**config.mk**
```make
export PLATFORM = sky130hd
export DESIGN_NAME = vseq_top
export DESIGN_NICKNAME = d
export VERILOG_FILES = /design/src/rtl/vseq_pkg.sv /design/src/rtl/vseq_sequencer.sv /design/src/rtl/vseq_pe.sv /design/src/rtl/vseq_addrgen.sv /design/src/rtl/vseq_top.sv
export SDC_FILE = /design/constraint.sdc
export NUM_CORES = 1
export LEC_CHECK = 0
export BUFFER_PORTS_ARGS = -buffer_cell sky130_fd_sc_hd__buf_2
export CORE_MARGIN = 2
export CORE_UTILIZATION = 30
export DETAILED_ROUTE_END_ITERATION = 10
export GPL_ROUTABILITY_DRIVEN = 1
export GPL_TIMING_DRIVEN = 0
export RECOVER_POWER = 50
export SYNTH_ARGS = -nofsm -noshare
export SYNTH_HDL_FRONTEND = slang
export SYNTH_HIERARCHICAL = 1
export SYNTH_SLANG_ARGS = --single-unit
```
**constraint.sdc**
```tcl
create_clock -name clk_i -period 3.2 [get_ports clk_i]
set_input_delay 0.96 -clock clk_i [delete_from_list [all_inputs] [get_ports clk_i]]
set_output_delay 0.96 -clock clk_i [all_outputs]
set_load 0.005 [all_outputs]
```
**src/rtl/vseq_pkg.sv**
```systemverilog
// ==========================================================
// Vector sequencer package
// Widths, opcodes, target units and the request, issue and
// response structs that the sequencer subsystem shares
// ==========================================================
`default_nettype none

package vseq_pkg;

  // Instruction IDs that can be in flight at once
  localparam int unsigned NrVInsn = 8;

  typedef logic [2:0]         vid_t;
  typedef logic [4:0]         vreg_t;
  typedef logic [7:0]         vlen_t;
  typedef logic [15:0]        addr_t;
  typedef logic [NrVInsn-1:0] vinsn_mask_t;

  typedef enum logic [1:0] {
    VADD,
    VMUL,
    VLE,
    VSE
  } op_e;

  typedef enum logic [1:0] {
    UNIT_LANES,
    UNIT_LOAD,
    UNIT_STORE
  } unit_e;

  typedef struct packed {
    op_e   op;
    vreg_t vs1;
    logic  use_vs1;
    vreg_t vs2;
    logic  use_vs2;
    vreg_t vd;
    logic  use_vd;
    vlen_t vl;
    addr_t addr;
  } vseq_req_t;

  typedef struct packed {
    vid_t        id;
    op_e         op;
    unit_e       unit;
    vreg_t       vs1;
    vreg_t       vs2;
    vreg_t       vd;
    vlen_t       vl;
    addr_t       addr;
    vinsn_mask_t hazard;
  } vseq_issue_t;

  typedef struct packed {
    vid_t id;
    logic error;
  } vseq_resp_t;

  // Memory PEs sit right after the lanes
  localparam int unsigned OffsetLoad  = 0;
  localparam int unsigned OffsetStore = 1;

  function automatic unit_e unit_of(op_e op);
    case (op)
      VLE:     unit_of = UNIT_LOAD;
      VSE:     unit_of = UNIT_STORE;
      default: unit_of = UNIT_LANES;
    endcase
  endfunction

endpackage

`default_nettype wire

```
**src/rtl/vseq_sequencer.sv**
```systemverilog
// ==========================================================
// Vector instruction sequencer
// Allocates instruction IDs, tracks RAW/WAR/WAW hazards per
// vector register and broadcasts instructions to the PEs
// ==========================================================
`timescale 1ns/1ns
`default_nettype none

module vseq_sequencer #(
  parameter int unsigned NrLanes = 2,
  parameter int unsigned NrPEs   = NrLanes + 2
) (
  input  logic                              clk_i,
  input  logic                              rst_ni,
  // Dispatcher side
  input  vseq_pkg::vseq_req_t               req_i,
  input  logic                              req_valid_i,
  output logic                              req_ready_o,
  output vseq_pkg::vseq_resp_t              resp_o,
  output logic                              resp_valid_o,
  // Processing elements
  output vseq_pkg::vseq_issue_t             issue_o,
  output logic                              issue_valid_o,
  input  logic [NrPEs-1:0]                  pe_ready_i,
  input  vseq_pkg::vinsn_mask_t [NrPEs-1:0] pe_done_i,
  output vseq_pkg::vinsn_mask_t             vinsn_running_o,
  output logic                              idle_o,
  // Address generator
  input  logic                              addrgen_ack_i,
  input  logic                              addrgen_error_i
);

  typedef enum logic {
    IDLE,
    WAIT
  } state_e;

  // Last reader or writer of a vector register
  typedef struct packed {
    vseq_pkg::vid_t vid;
    logic           valid;
  } vreg_access_t;

  state_e                            state_d, state_q;
  vreg_access_t [31:0]               read_list_d, read_list_q;
  vreg_access_t [31:0]               write_list_d, write_list_q;
  vseq_pkg::vinsn_mask_t [NrPEs-1:0] pe_running_d, pe_running_q;
  vseq_pkg::vinsn_mask_t             running_d, running_q;
  vseq_pkg::vid_t                    next_id;
  logic                              running_full;
  vseq_pkg::vseq_issue_t             issue_d;
  logic                              issue_valid_d;
  logic                              stall;
  vseq_pkg::vinsn_mask_t             hazard;
  vseq_pkg::unit_e                   req_unit;

  assign vinsn_running_o = running_q;
  assign idle_o          = ~|running_q;
  assign req_unit        = vseq_pkg::unit_of(req_i.op);

  // Pending broadcast that some PE cannot take yet
  assign stall = issue_valid_o && !(&pe_ready_i);

  assign req_ready_o  = (state_q == IDLE) && !stall && !running_full;
  assign resp_valid_o = (state_q == WAIT) && addrgen_ack_i;
  // Issue register still holds the memory instruction while waiting
  assign resp_o       = '{id: issue_o.id, error: addrgen_error_i};

  // Lowest free ID
  always_comb begin : p_next_id
    next_id      = '0;
    running_full = &running_q;
    for (int i = vseq_pkg::NrVInsn - 1; i >= 0; i--) begin
      if (!running_q[i]) begin
        next_id = vseq_pkg::vid_t'(i);
      end
    end
  end

  always_comb begin : p_sequencer
    state_d       = state_q;
    read_list_d   = read_list_q;
    write_list_d  = write_list_q;
    pe_running_d  = pe_running_q;
    hazard        = '0;
    issue_d       = issue_o;
    issue_valid_d = stall;

    // Entries of finished instructions are stale
    for (int v = 0; v < 32; v++) begin
      read_list_d[v].valid  &= running_q[read_list_q[v].vid];
      write_list_d[v].valid &= running_q[write_list_q[v].vid];
    end

    for (int p = 0; p < NrPEs; p++) begin
      pe_running_d[p] &= ~pe_done_i[p];
    end

    if (state_q == WAIT && addrgen_ack_i) begin
      state_d = IDLE;
    end

    if (req_valid_i && req_ready_o) begin
      // RAW
      if (req_i.use_vs1 && write_list_d[req_i.vs1].valid) begin
        hazard[write_list_d[req_i.vs1].vid] = 1'b1;
      end
      if (req_i.use_vs2 && write_list_d[req_i.vs2].valid) begin
        hazard[write_list_d[req_i.vs2].vid] = 1'b1;
      end
      // WAR and WAW
      if (req_i.use_vd && read_list_d[req_i.vd].valid) begin
        hazard[read_list_d[req_i.vd].vid] = 1'b1;
      end
      if (req_i.use_vd && write_list_d[req_i.vd].valid) begin
        hazard[write_list_d[req_i.vd].vid] = 1'b1;
      end

      issue_d = '{
        id:     next_id,
        op:     req_i.op,
        unit:   req_unit,
        vs1:    req_i.vs1,
        vs2:    req_i.vs2,
        vd:     req_i.vd,
        vl:     req_i.vl,
        addr:   req_i.addr,
        hazard: hazard
      };
      issue_valid_d = 1'b1;

      case (req_unit)
        vseq_pkg::UNIT_LOAD: begin
          pe_running_d[NrLanes + vseq_pkg::OffsetLoad][next_id] = 1'b1;
          state_d = WAIT;
        end
        vseq_pkg::UNIT_STORE: begin
          pe_running_d[NrLanes + vseq_pkg::OffsetStore][next_id] = 1'b1;
          state_d = WAIT;
        end
        default: begin
          for (int l = 0; l < NrLanes; l++) begin
            pe_running_d[l][next_id] = 1'b1;
          end
        end
      endcase

      if (req_i.use_vd) begin
        write_list_d[req_i.vd] = '{vid: next_id, valid: 1'b1};
      end
      if (req_i.use_vs1) begin
        read_list_d[req_i.vs1] = '{vid: next_id, valid: 1'b1};
      end
      if (req_i.use_vs2) begin
        read_list_d[req_i.vs2] = '{vid: next_id, valid: 1'b1};
      end
    end

    running_d = '0;
    for (int p = 0; p < NrPEs; p++) begin
      running_d |= pe_running_d[p];
    end

    // Hazards only on IDs that stay in flight
    issue_d.hazard &= running_d;
  end

  always_ff @(posedge clk_i or negedge rst_ni) begin
    if (!rst_ni) begin
      state_q       <= IDLE;
      read_list_q   <= '0;
      write_list_q  <= '0;
      pe_running_q  <= '0;
      running_q     <= '0;
      issue_o       <= '0;
      issue_valid_o <= 1'b0;
    end else begin
      state_q       <= state_d;
      read_list_q   <= read_list_d;
      write_list_q  <= write_list_d;
      pe_running_q  <= pe_running_d;
      running_q     <= running_d;
      issue_o       <= issue_d;
      issue_valid_o <= issue_valid_d;
    end
  end

endmodule

`default_nettype wire

```
**src/rtl/vseq_pe.sv**
```systemverilog
// ==========================================================
// Vector processing element model
// Queues instructions for its unit, waits out hazards and
// times execution from the vector length
// ==========================================================
`timescale 1ns/1ns
`default_nettype none

module vseq_pe #(
  parameter vseq_pkg::unit_e Unit       = vseq_pkg::UNIT_LANES,
  parameter int unsigned     NrLanes    = 2,
  parameter int unsigned     QueueDepth = 2
) (
  input  logic                  clk_i,
  input  logic                  rst_ni,
  input  vseq_pkg::vseq_issue_t issue_i,
  input  logic                  issue_valid_i,
  input  logic                  issue_ack_i,
  input  vseq_pkg::vinsn_mask_t vinsn_running_i,
  output logic                  ready_o,
  output vseq_pkg::vinsn_mask_t done_o
);

  localparam int unsigned PtrW = (QueueDepth > 1) ? $clog2(QueueDepth) : 1;
  localparam int unsigned CntW = $clog2(QueueDepth + 1);

  typedef struct packed {
    vseq_pkg::vid_t        id;
    vseq_pkg::vinsn_mask_t hazard;
    logic [8:0]            cycles;
  } entry_t;

  entry_t          queue_q [QueueDepth];
  entry_t          head, new_entry;
  logic [PtrW-1:0] rd_ptr_q, wr_ptr_q;
  logic [CntW-1:0] count_q;
  logic            busy_q;
  logic [8:0]      cnt_q;
  logic            push, pop, start;

  function automatic logic [PtrW-1:0] next_ptr(logic [PtrW-1:0] ptr);
    next_ptr = (ptr == PtrW'(QueueDepth - 1)) ? '0 : ptr + 1'b1;
  endfunction

  // Lanes share the elements, memory units walk them one by one
  function automatic logic [8:0] exec_cycles(vseq_pkg::vlen_t vl);
    if (Unit == vseq_pkg::UNIT_LANES) begin
      exec_cycles = 9'((32'(vl) + NrLanes - 1) / NrLanes + 1);
    end else begin
      exec_cycles = 9'(32'(vl) + 1);
    end
  endfunction

  assign ready_o   = count_q != CntW'(QueueDepth);
  assign push      = issue_valid_i && issue_ack_i && (issue_i.unit == Unit);
  assign head      = queue_q[rd_ptr_q];
  assign start     = !busy_q && (count_q != '0) && !(|(head.hazard & vinsn_running_i));
  assign pop       = busy_q && (cnt_q == 9'd1);
  assign done_o    = pop ? vseq_pkg::vinsn_mask_t'(1) << head.id : '0;
  assign new_entry = '{
    id:     issue_i.id,
    hazard: issue_i.hazard & vinsn_running_i,
    cycles: exec_cycles(issue_i.vl)
  };

  // Queued hazard bits drop once their ID stops running
  always_ff @(posedge clk_i) begin
    for (int i = 0; i < QueueDepth; i++) begin
      if (push && wr_ptr_q == PtrW'(i)) begin
        queue_q[i] <= new_entry;
      end else begin
        queue_q[i].hazard <= queue_q[i].hazard & vinsn_running_i;
      end
    end
  end

  always_ff @(posedge clk_i or negedge rst_ni) begin
    if (!rst_ni) begin
      rd_ptr_q <= '0;
      wr_ptr_q <= '0;
      count_q  <= '0;
      busy_q   <= 1'b0;
      cnt_q    <= '0;
    end else begin
      count_q <= count_q + CntW'(push) - CntW'(pop);
      if (push) begin
        wr_ptr_q <= next_ptr(wr_ptr_q);
      end
      if (start) begin
        busy_q <= 1'b1;
        cnt_q  <= head.cycles;
      end else if (pop) begin
        busy_q   <= 1'b0;
        rd_ptr_q <= next_ptr(rd_ptr_q);
      end else if (busy_q) begin
        cnt_q <= cnt_q - 9'd1;
      end
    end
  end

endmodule

`default_nettype wire

```
**src/rtl/vseq_addrgen.sv**
```systemverilog
// ==========================================================
// Address generator model
// Acknowledges each memory instruction after a fixed delay
// and flags accesses that run past the memory limit
// ==========================================================
`timescale 1ns/1ns
`default_nettype none

module vseq_addrgen #(
  parameter int unsigned     AckLatency = 3,
  parameter vseq_pkg::addr_t MemLimit   = 16'hF000
) (
  input  logic                  clk_i,
  input  logic                  rst_ni,
  input  vseq_pkg::vseq_issue_t issue_i,
  input  logic                  issue_ack_i,
  output logic                  ack_o,
  output logic                  error_o
);

  localparam int unsigned CntW = (AckLatency > 1) ? $clog2(AckLatency) : 1;

  logic            busy_q;
  logic [CntW-1:0] cnt_q;
  logic            err_q;
  logic            mem_issue;
  logic [16:0]     end_addr;

  assign mem_issue = issue_ack_i && (issue_i.unit == vseq_pkg::UNIT_LOAD ||
                                     issue_i.unit == vseq_pkg::UNIT_STORE);
  // One extra bit so the sum cannot wrap
  assign end_addr  = {1'b0, issue_i.addr} + 17'(issue_i.vl);

  assign ack_o   = busy_q && (cnt_q == '0);
  assign error_o = ack_o && err_q;

  always_ff @(posedge clk_i or negedge rst_ni) begin
    if (!rst_ni) begin
      busy_q <= 1'b0;
      cnt_q  <= '0;
      err_q  <= 1'b0;
    end else if (mem_issue) begin
      busy_q <= 1'b1;
      cnt_q  <= CntW'(AckLatency - 1);
      err_q  <= end_addr > {1'b0, MemLimit};
    end else if (busy_q) begin
      if (cnt_q == '0) begin
        busy_q <= 1'b0;
      end else begin
        cnt_q <= cnt_q - 1'b1;
      end
    end
  end

endmodule

`default_nettype wire

```
**src/rtl/vseq_top.sv**
```systemverilog
// ==========================================================
// Vector sequencer subsystem top level
// Sequencer, lane and memory PEs and the address generator
// ==========================================================
`timescale 1ns/1ns
`default_nettype none

module vseq_top #(
  parameter int unsigned     NrLanes    = 2,
  parameter int unsigned     QueueDepth = 2,
  parameter int unsigned     AckLatency = 3,
  parameter vseq_pkg::addr_t MemLimit   = 16'hF000
) (
  input  logic                  clk_i,
  input  logic                  rst_ni,
  input  vseq_pkg::vseq_req_t   req_i,
  input  logic                  req_valid_i,
  output logic                  req_ready_o,
  output vseq_pkg::vseq_resp_t  resp_o,
  output logic                  resp_valid_o,
  output vseq_pkg::vseq_issue_t issue_o,
  output logic                  issue_valid_o,
  output logic                  issue_ready_o,
  output vseq_pkg::vinsn_mask_t done_o,
  output logic                  idle_o
);

  // Lanes, then the load unit and the store unit
  localparam int unsigned NrPEs = NrLanes + 2;

  logic [NrPEs-1:0]                  pe_ready;
  vseq_pkg::vinsn_mask_t [NrPEs-1:0] pe_done;
  vseq_pkg::vinsn_mask_t             vinsn_running;
  logic                              issue_ack;
  logic                              addrgen_ack, addrgen_error;

  assign issue_ready_o = &pe_ready;
  assign issue_ack     = issue_valid_o && issue_ready_o;

  always_comb begin
    done_o = '0;
    for (int p = 0; p < NrPEs; p++) begin
      done_o |= pe_done[p];
    end
  end

  vseq_sequencer #(
    .NrLanes(NrLanes),
    .NrPEs  (NrPEs)
  ) i_sequencer (
    .clk_i          (clk_i),
    .rst_ni         (rst_ni),
    .req_i          (req_i),
    .req_valid_i    (req_valid_i),
    .req_ready_o    (req_ready_o),
    .resp_o         (resp_o),
    .resp_valid_o   (resp_valid_o),
    .issue_o        (issue_o),
    .issue_valid_o  (issue_valid_o),
    .pe_ready_i     (pe_ready),
    .pe_done_i      (pe_done),
    .vinsn_running_o(vinsn_running),
    .idle_o         (idle_o),
    .addrgen_ack_i  (addrgen_ack),
    .addrgen_error_i(addrgen_error)
  );

  for (genvar l = 0; l < NrLanes; l++) begin : gen_lanes
    vseq_pe #(
      .Unit      (vseq_pkg::UNIT_LANES),
      .NrLanes   (NrLanes),
      .QueueDepth(QueueDepth)
    ) i_lane (
      .clk_i          (clk_i),
      .rst_ni         (rst_ni),
      .issue_i        (issue_o),
      .issue_valid_i  (issue_valid_o),
      .issue_ack_i    (issue_ack),
      .vinsn_running_i(vinsn_running),
      .ready_o        (pe_ready[l]),
      .done_o         (pe_done[l])
    );
  end

  vseq_pe #(
    .Unit      (vseq_pkg::UNIT_LOAD),
    .NrLanes   (NrLanes),
    .QueueDepth(QueueDepth)
  ) i_load_unit (
    .clk_i          (clk_i),
    .rst_ni         (rst_ni),
    .issue_i        (issue_o),
    .issue_valid_i  (issue_valid_o),
    .issue_ack_i    (issue_ack),
    .vinsn_running_i(vinsn_running),
    .ready_o        (pe_ready[NrLanes + vseq_pkg::OffsetLoad]),
    .done_o         (pe_done[NrLanes + vseq_pkg::OffsetLoad])
  );

  vseq_pe #(
    .Unit      (vseq_pkg::UNIT_STORE),
    .NrLanes   (NrLanes),
    .QueueDepth(QueueDepth)
  ) i_store_unit (
    .clk_i          (clk_i),
    .rst_ni         (rst_ni),
    .issue_i        (issue_o),
    .issue_valid_i  (issue_valid_o),
    .issue_ack_i    (issue_ack),
    .vinsn_running_i(vinsn_running),
    .ready_o        (pe_ready[NrLanes + vseq_pkg::OffsetStore]),
    .done_o         (pe_done[NrLanes + vseq_pkg::OffsetStore])
  );

  vseq_addrgen #(
    .AckLatency(AckLatency),
    .MemLimit  (MemLimit)
  ) i_addrgen (
    .clk_i      (clk_i),
    .rst_ni     (rst_ni),
    .issue_i    (issue_o),
    .issue_ack_i(issue_ack),
    .ack_o      (addrgen_ack),
    .error_o    (addrgen_error)
  );

endmodule

`default_nettype wire

```
==> impl_metrics.toml, run 1 <==
[outcome]
status = "finished, violations left"
violations = "max-capacitance violations, max-slew violations, negative setup slack"

[drt]
drc_errors = 0
wirelength_um = 152300
routedWlPerCell_um = 28.68
dr.pass1.iters = 7
postRouteAntennaNets = 0
vias = 31610
first_iter_violations = 4035
avgViaCountPerCell = 5.950

[critical_path]
critPathKind = "register to primary output"
crit_slowest_cell = "or4_4"
r2r-start = "i_sequencer/vinsn_running_o[1]"
cp-start-kind = "register"
cpMostUsedCell = "or4_4"
critical_path_arrival_ps = 2740
cp-startpoint = "gen_lanes[1].i_lane/cnt_q[4]"
endpoint_kind = "primary output"
cp_num_buf_inv = 1
path_delay_family = "simple AND/OR/NAND/NOR gates"
worst_path_largest_cell_delay_ps = 570
critPathRequiredTime_ps = 2240
path_max_fanout = 4
crit_chain = "or4_4 -> nor3_4 -> nand2_2 -> or2_4 -> nor2_4 -> or4_4 -> buf_6"

[pwr]
power_uw = 27180
power.density_mw_per_mm2 = 628.2
ir_drop_uv = 426.9
leakagePower_uw = 0.01713

[clock_tree]
cts-hold-fix-buffers = 0
cts-root-buf = "clkbuf_16"
clkTransAtPathRegs_ps = 60
cts_tree = "done"
cts_made_buffers = 69
htreeDepth = 3
clk_path_buf_depth = 3
clk_latency_ps = 680
cts.sinks = 572

[grt]
grt_overflow = 0
grt_max_degree = 105
grt_pass1_vias = 29510
grt_pass1_wl_um = 212800
antenna_found_initial = 16
grt_util_all_layers_pct = 24.80

[synthesis]
ys_seq_elements = 572
synth-simple-area-share_pct = 16.32
yosysWarnings = 6
synth_cells = 3374
synth_seq_area_share_pct = 41.60
synth_top_family_by_area = "multiplexers"
synth.distinct_cells = 114
netlist_area_mm2 = 0.03480
synth-edff-count = 96
syn_area_per_cell_um2 = 10.31
synth_compound_area_share_pct = 13.22
synthAdderAreaFrac_pct = 1.172
ys.flop_type = "dfrtp_1"
synth-xor-area-share_pct = 1.863
async_reset_ff_share_pct = 72.03
synthMuxAreaShare_pct = 21.22

[sta]
relSlewSlack_pct = -25.88
setup_violations = 30
final.min_clock_period_ps = 3699
worst-slew-pin-transition_ps = 1888
worst_slack_ps = -499.2
period_share_pct = 115.6
fmax_mhz = 270.3
clock-skew-final_ps = 52.14
hold_viol_final = 0
drv_slew = 72
rsz0062_at_grt = "true"

[layout]
nFillCells = 11220
layout_common_cells = "nand2_1, dfrtp_1, mux2i_1"
area_growth_pct = 24.37
nNetsFinal = 3816
final_common_cell = "nand2_1"
seq_area_mm2 = 0.01452
fin_util_pct = 37.74
drive_gt1_share_pct = 28.65
multi_input_area_mm2 = 0.01982

[floorplanning]
io_pins = 118
core_mm2 = 0.1147
die_y_um = 344.6
start_util_pct = 30.35
dieArea_mm2 = 0.1187
die_w_um = 344.6
rows = 124

[run]
cap_violations = 1

[placed_design]
finalWeightedCongestion = 1.029
dp_hpwl_um = 104600
io_buffers = 111

[min_path]
min_path_type = "register to register"
min-delay-start = "i_sequencer/issue_o[40]"
## cells in the mapped netlist (17+ instances only)
cell / count / share of area (%)
a21oi_1: 53 / 0.76
nand2b_1: 53 / 0.95
edfxtp_1: 96 / 8.3
o2111ai_1: 21 / 0.53
buf_2: 52 / 0.75
nand2_1: 496 / 5.4
mux4_2: 148 / 9.6
o211ai_1: 17 / 0.37
a31oi_1: 28 / 0.50
o22ai_1: 81 / 1.5
nand4_1: 26 / 0.47
dfxtp_1: 64 / 3.7
xor2_1: 18 / 0.45
dfrtp_1: 412 / 30
inv_1: 102 / 1.1
or2_2: 22 / 0.40
mux2_2: 132 / 4.3
nor3_1: 34 / 0.49
o21ai_0: 227 / 3.3
a22oi_1: 45 / 0.97
and3_1: 17 / 0.31
a21boi_0: 19 / 0.41
ha_1: 31 / 1.1
nand3_1: 83 / 1.2
mux2i_1: 243 / 7.0
nand3b_1: 21 / 0.45
nor2_1: 169 / 1.8
nor2b_1: 88 / 1.6
buf_4: 28 / 0.60
buf_1: 19 / 0.20
clkbuf_1: 111 / 1.2
nor3b_1: 17 / 0.37
or4_1: 18 / 0.39
xnor2_1: 56 / 1.4
## worst paths after layout
check / end / slack, ps / depth (start not counted)
min: i_sequencer/issue_o[40] / 480 / 2
min reg2reg: i_sequencer/issue_o[40] / 480 / 2
min in group asynchronous: i_sequencer/write_list_q[1] / 810 / 1
max in group asynchronous: i_sequencer/read_list_q[72] / 0 / 3
max: done_o[2] / -500 / 7
max reg2reg: i_sequencer/issue_o[5] / -260 / 12
## metrics by stage
stage               hold WS (ps)  setup TNS (ps)  instances  area [um^2]  setup WS [ps]
floorplan                  435.3               0       3376        34810          31.48
global placement           454.0        -3461270       4999        37250          -7867
detailed placement         463.2         -236620       5005        37420          -1684
CTS                        282.7           -5298       5236        42000         -493.9
global route               482.6          -71030       5302        43250         -547.2
finish                     481.8           -6230       5312        43270         -499.2
## state kept, by name (all words and copies together), names as in the netlist, 4 cells and up
register and count:
i_store_unit/queue_q 40, i_sequencer/issue_o 54, i_sequencer/read_list_q 128, i_load_unit/cnt_q 9, gen_lanes.i_lane/count_q 4, i_load_unit/queue_q 40, i_sequencer/pe_running_q 32, i_store_unit/cnt_q 9
gen_lanes.i_lane/queue_q 80, i_sequencer/vinsn_running_o 8, gen_lanes.i_lane/cnt_q 18, i_sequencer/write_list_q 128
## report_power, final
| group | internal, uW | total, uW | switching [uW] |
|---|---|---|---|
| combinational | 3710 | 8620 | 4910 |
| clock | 4700 | 8200 | 3490 |
| sequential | 8640 | 10400 | 1720 |
| total | 17100 | 27200 | 10100 |
## worst register-to-register path, delay by kind of cell, from the launching register on
kind | cells | cell delay [ps]
buf+inv | 4 | 900
compound gates | 5 | 1260
simple gates | 3 | 720
flops | 1 | 460
## per-layer routing
layer / track usage [%] / part of all wire [%] / vias to the layer above
met4: 11.82 / 5.8 / 10
met2: 36.18 / 42 / 2138
met5: 0 / 0.041 / -
met3: 8.306 / 12 / 515
met1: 32.93 / 40 / 15730
li1: - / - / 13220
## cells by family after synthesis
| logic type | count (synthesis) |
|---|---|
| AND/OR/NAND/NOR | 1150 |
| multiplexers | 530 |
| other | 2 |
| adder cells (fa/ha/maj) | 32 |
| buffers and inverters | 338 |
| flip-flops | 572 |
| AO/OA/AOI/OAI | 676 |
| XOR/XNOR | 74 |
## layout make-up
class / count / share of cell area (%)
clock inverter: 31 / 0.9426
antenna: 10 / 0.05783
clock buffer: 93 / 4.525
sequential: 572 / 33.54
inverter: 105 / 0.9310
tap: 1512 / 4.372
buffer: 226 / 4.250
multi-input combinational: 2466 / 45.79
timing repair buffer: 297 / 5.589
## timing repair
item / 4_1_cts / 5_1_grt
gates resized for setup: 384 / 127
endpoints found under the setup margin: 352 / 40
buffers inserted: 114 / 66
cloned: 0 / 8
pin swaps: 50 / 65
Note: power is estimated with default switching activity, not from simulation.
==> run 2, diff against run 1 <==
--- a/config.mk
+++ b/config.mk
@@ -11,6 +11,7 @@
 export DETAILED_ROUTE_END_ITERATION = 10
 export GPL_ROUTABILITY_DRIVEN = 1
 export GPL_TIMING_DRIVEN = 0
+export MAX_ROUTING_LAYER = met4
 export RECOVER_POWER = 50
 export SYNTH_ARGS = -nofsm -noshare
 export SYNTH_HDL_FRONTEND = slang
==> run 2 against run 1 <==
The flow still finishes with violations (max-capacitance violations, max-slew violations, negative setup slack). Worst hold slack worse by 2.7 ps. Critical path type unchanged. Register-to-register slack lost 130 ps. Clock-buffer cell count grew 2. Total power is 2.1% higher. Clock skew is 3.2 ps higher. Final cell count is 0.66% higher. Critical path depth did not move. Clock power is 2% higher. Design area up 0.42%. Setup slack lost 14 ps.
==> impl_metrics.toml, run 2 (synthesis results as in run 1) <==
[placed_design]
placed_cell_area_mm2 = 0.03742
pre_cts_slack_ps = -1693
finalWeightedCongestion = 1.035
io_buffers = 111
dp_hpwl_um = 106100

[grt]
grt_pass1_wl_um = 219000
grt_max_degree = 115
grt_pass1_vias = 29640
grt_overflow = 0
grt_util_all_layers_pct = 26.40
antenna_found_initial = 13

[sta]
period_share_pct = 116.0
hold_viol_final = 0
rsz0062_at_grt = "true"
final.min_clock_period_ps = 3713
worst-slew-pin-transition_ps = 2549
drv_slew = 90
relSlewSlack_pct = -69.96
fmax_mhz = 269.3
worst_slack_ps = -513.4
setup_violations = 67
clock-skew-final_ps = 55.34
setup_tns_ps = -8952

[clock_tree]
clkTransAtPathRegs_ps = 60
cts_made_buffers = 71
cts_tree = "done"
cts.sinks = 572
htreeDepth = 3
clk_path_buf_depth = 3
cts-root-buf = "clkbuf_16"
clk_latency_ps = 690
cts-hold-fix-buffers = 0

[floorplanning]
start_util_pct = 30.35
die_w_um = 344.6
dieArea_mm2 = 0.1187
core_mm2 = 0.1147
io_pins = 118
die_y_um = 344.6
rows = 124

[layout]
final_common_cell = "nand2_1"
reg.largest.list = "i_sequencer/read_list_q: 128 flops, i_sequencer/write_list_q: 128 flops, gen_lanes.i_lane/queue_q: 80 flops"
layout_common_cells = "nand2_1, dfrtp_1, mux2i_1"
final_cell_area_mm2 = 0.04346
nFillCells = 11130
nNetsFinal = 3841
area_growth_pct = 24.89
drive_gt1_share_pct = 27.95
fin_util_pct = 37.90

[drt]
wirelength_um = 154700
first_iter_violations = 4173
top_layer = "met4"
avgViaCountPerCell = 5.894
routedWlPerCell_um = 28.93
drc_errors = 0
dr.pass1.iters = 6
vias = 31520
wl_met1_um = 62700
wl_met2_um = 64890
wl_met3_um = 18620
postRouteAntennaNets = 0

[min_path]
min_path_type = "register to register"
whs_path_depth = 2

[critical_path]
cp-start-kind = "register"
critPathRequiredTime_ps = 2240
critPathKind = "register to primary output"
reg2reg_depth = 12
critical_path_arrival_ps = 2750
endpoint_kind = "primary output"
path_max_fanout = 5

[run]
cap_violations = 1

[outcome]
violations = "max-capacitance violations, max-slew violations, negative setup slack"
status = "finished, violations left"

[pwr]
power.density_mw_per_mm2 = 638.5
leakagePower_uw = 0.01718
ir_drop_uv = 401.3
## run 2: power breakdown
| part | leakage, uW | total, uW | switching, uW | internal (uW) |
|---|---|---|---|---|
| clock network | 0.00116 | 8390 | 3600 | 4790 |
| logic | 0.00957 | 8970 | 5050 | 3920 |
| registers | 0.00645 | 10400 | 1740 | 8640 |
## run 2: layout make-up
cell class	count	area [um^2]	area share, %
flip-flops and latches	572	14510	33.39
repair buffers	318	2460	5.660
clock buffers	95	1907	4.388
multi-input cells	2466	19870	45.72
clock inverters	37	523.0	1.204
inverters	105	405.4	0.9329
plain buffers	228	1857	4.273
diodes	14	35.03	0.08062
well taps	1512	1892	4.353
## run 2: critical path, stage by stage (launching register included)
cell     delay (ps)
dfrtp_2         440
or4_4           560
nor3_4          230
nand2_2         110
or2_4           330
nor2_4          130
or4_4           180
buf_6           100
## run 2: layer usage
| metal | global-route usage, % | vias to the layer above |
|---|---|---|
| met3 | 8.284 | 423 |
| met1 | 34.44 | 15800 |
| met2 | 37.06 | 2018 |
| li1 | - | 13280 |
| met4 | 12.24 | 0 |
| met5 | - | - |
## run 2: metrics by stage
stage | cells | hold WS, ps | total power, uW
floorplan | 3376 | 435.3 | 14350
global placement | 4999 | 459.1 | 17280
detailed placement | 5005 | 466.9 | 17430
CTS | 5297 | 312.1 | 27320
global route | 5345 | 457.8 | 29000
finish | 5347 | 479.0 | 27750
## run 2: timing repair
action,4_1_cts,5_1_grt
pin swaps,74,60
hold endpoints to repair,0,0
buffers inserted,164,56
gates resized for setup,445,100
endpoints found under the setup margin,356,59
gates cloned,1,0
## run 2: path summary, 6_finish.rpt
check / slack [ps] / endpoint / from
hold reg to reg: 480 / i_sequencer/issue_o[35] / i_sequencer/issue_o[35]
min in group asynchronous: 1080 / i_sequencer/write_list_q[5] / rst_ni
setup / recovery: -510 / done_o[3] / gen_lanes[0].i_lane/cnt_q[3]
setup reg to reg: -390 / i_sequencer/issue_o[4] / i_sequencer/vinsn_running_o[0]
hold / removal: 480 / i_sequencer/issue_o[35] / i_sequencer/issue_o[35]
max in group asynchronous: 40 / i_sequencer/issue_o[25] / rst_ni
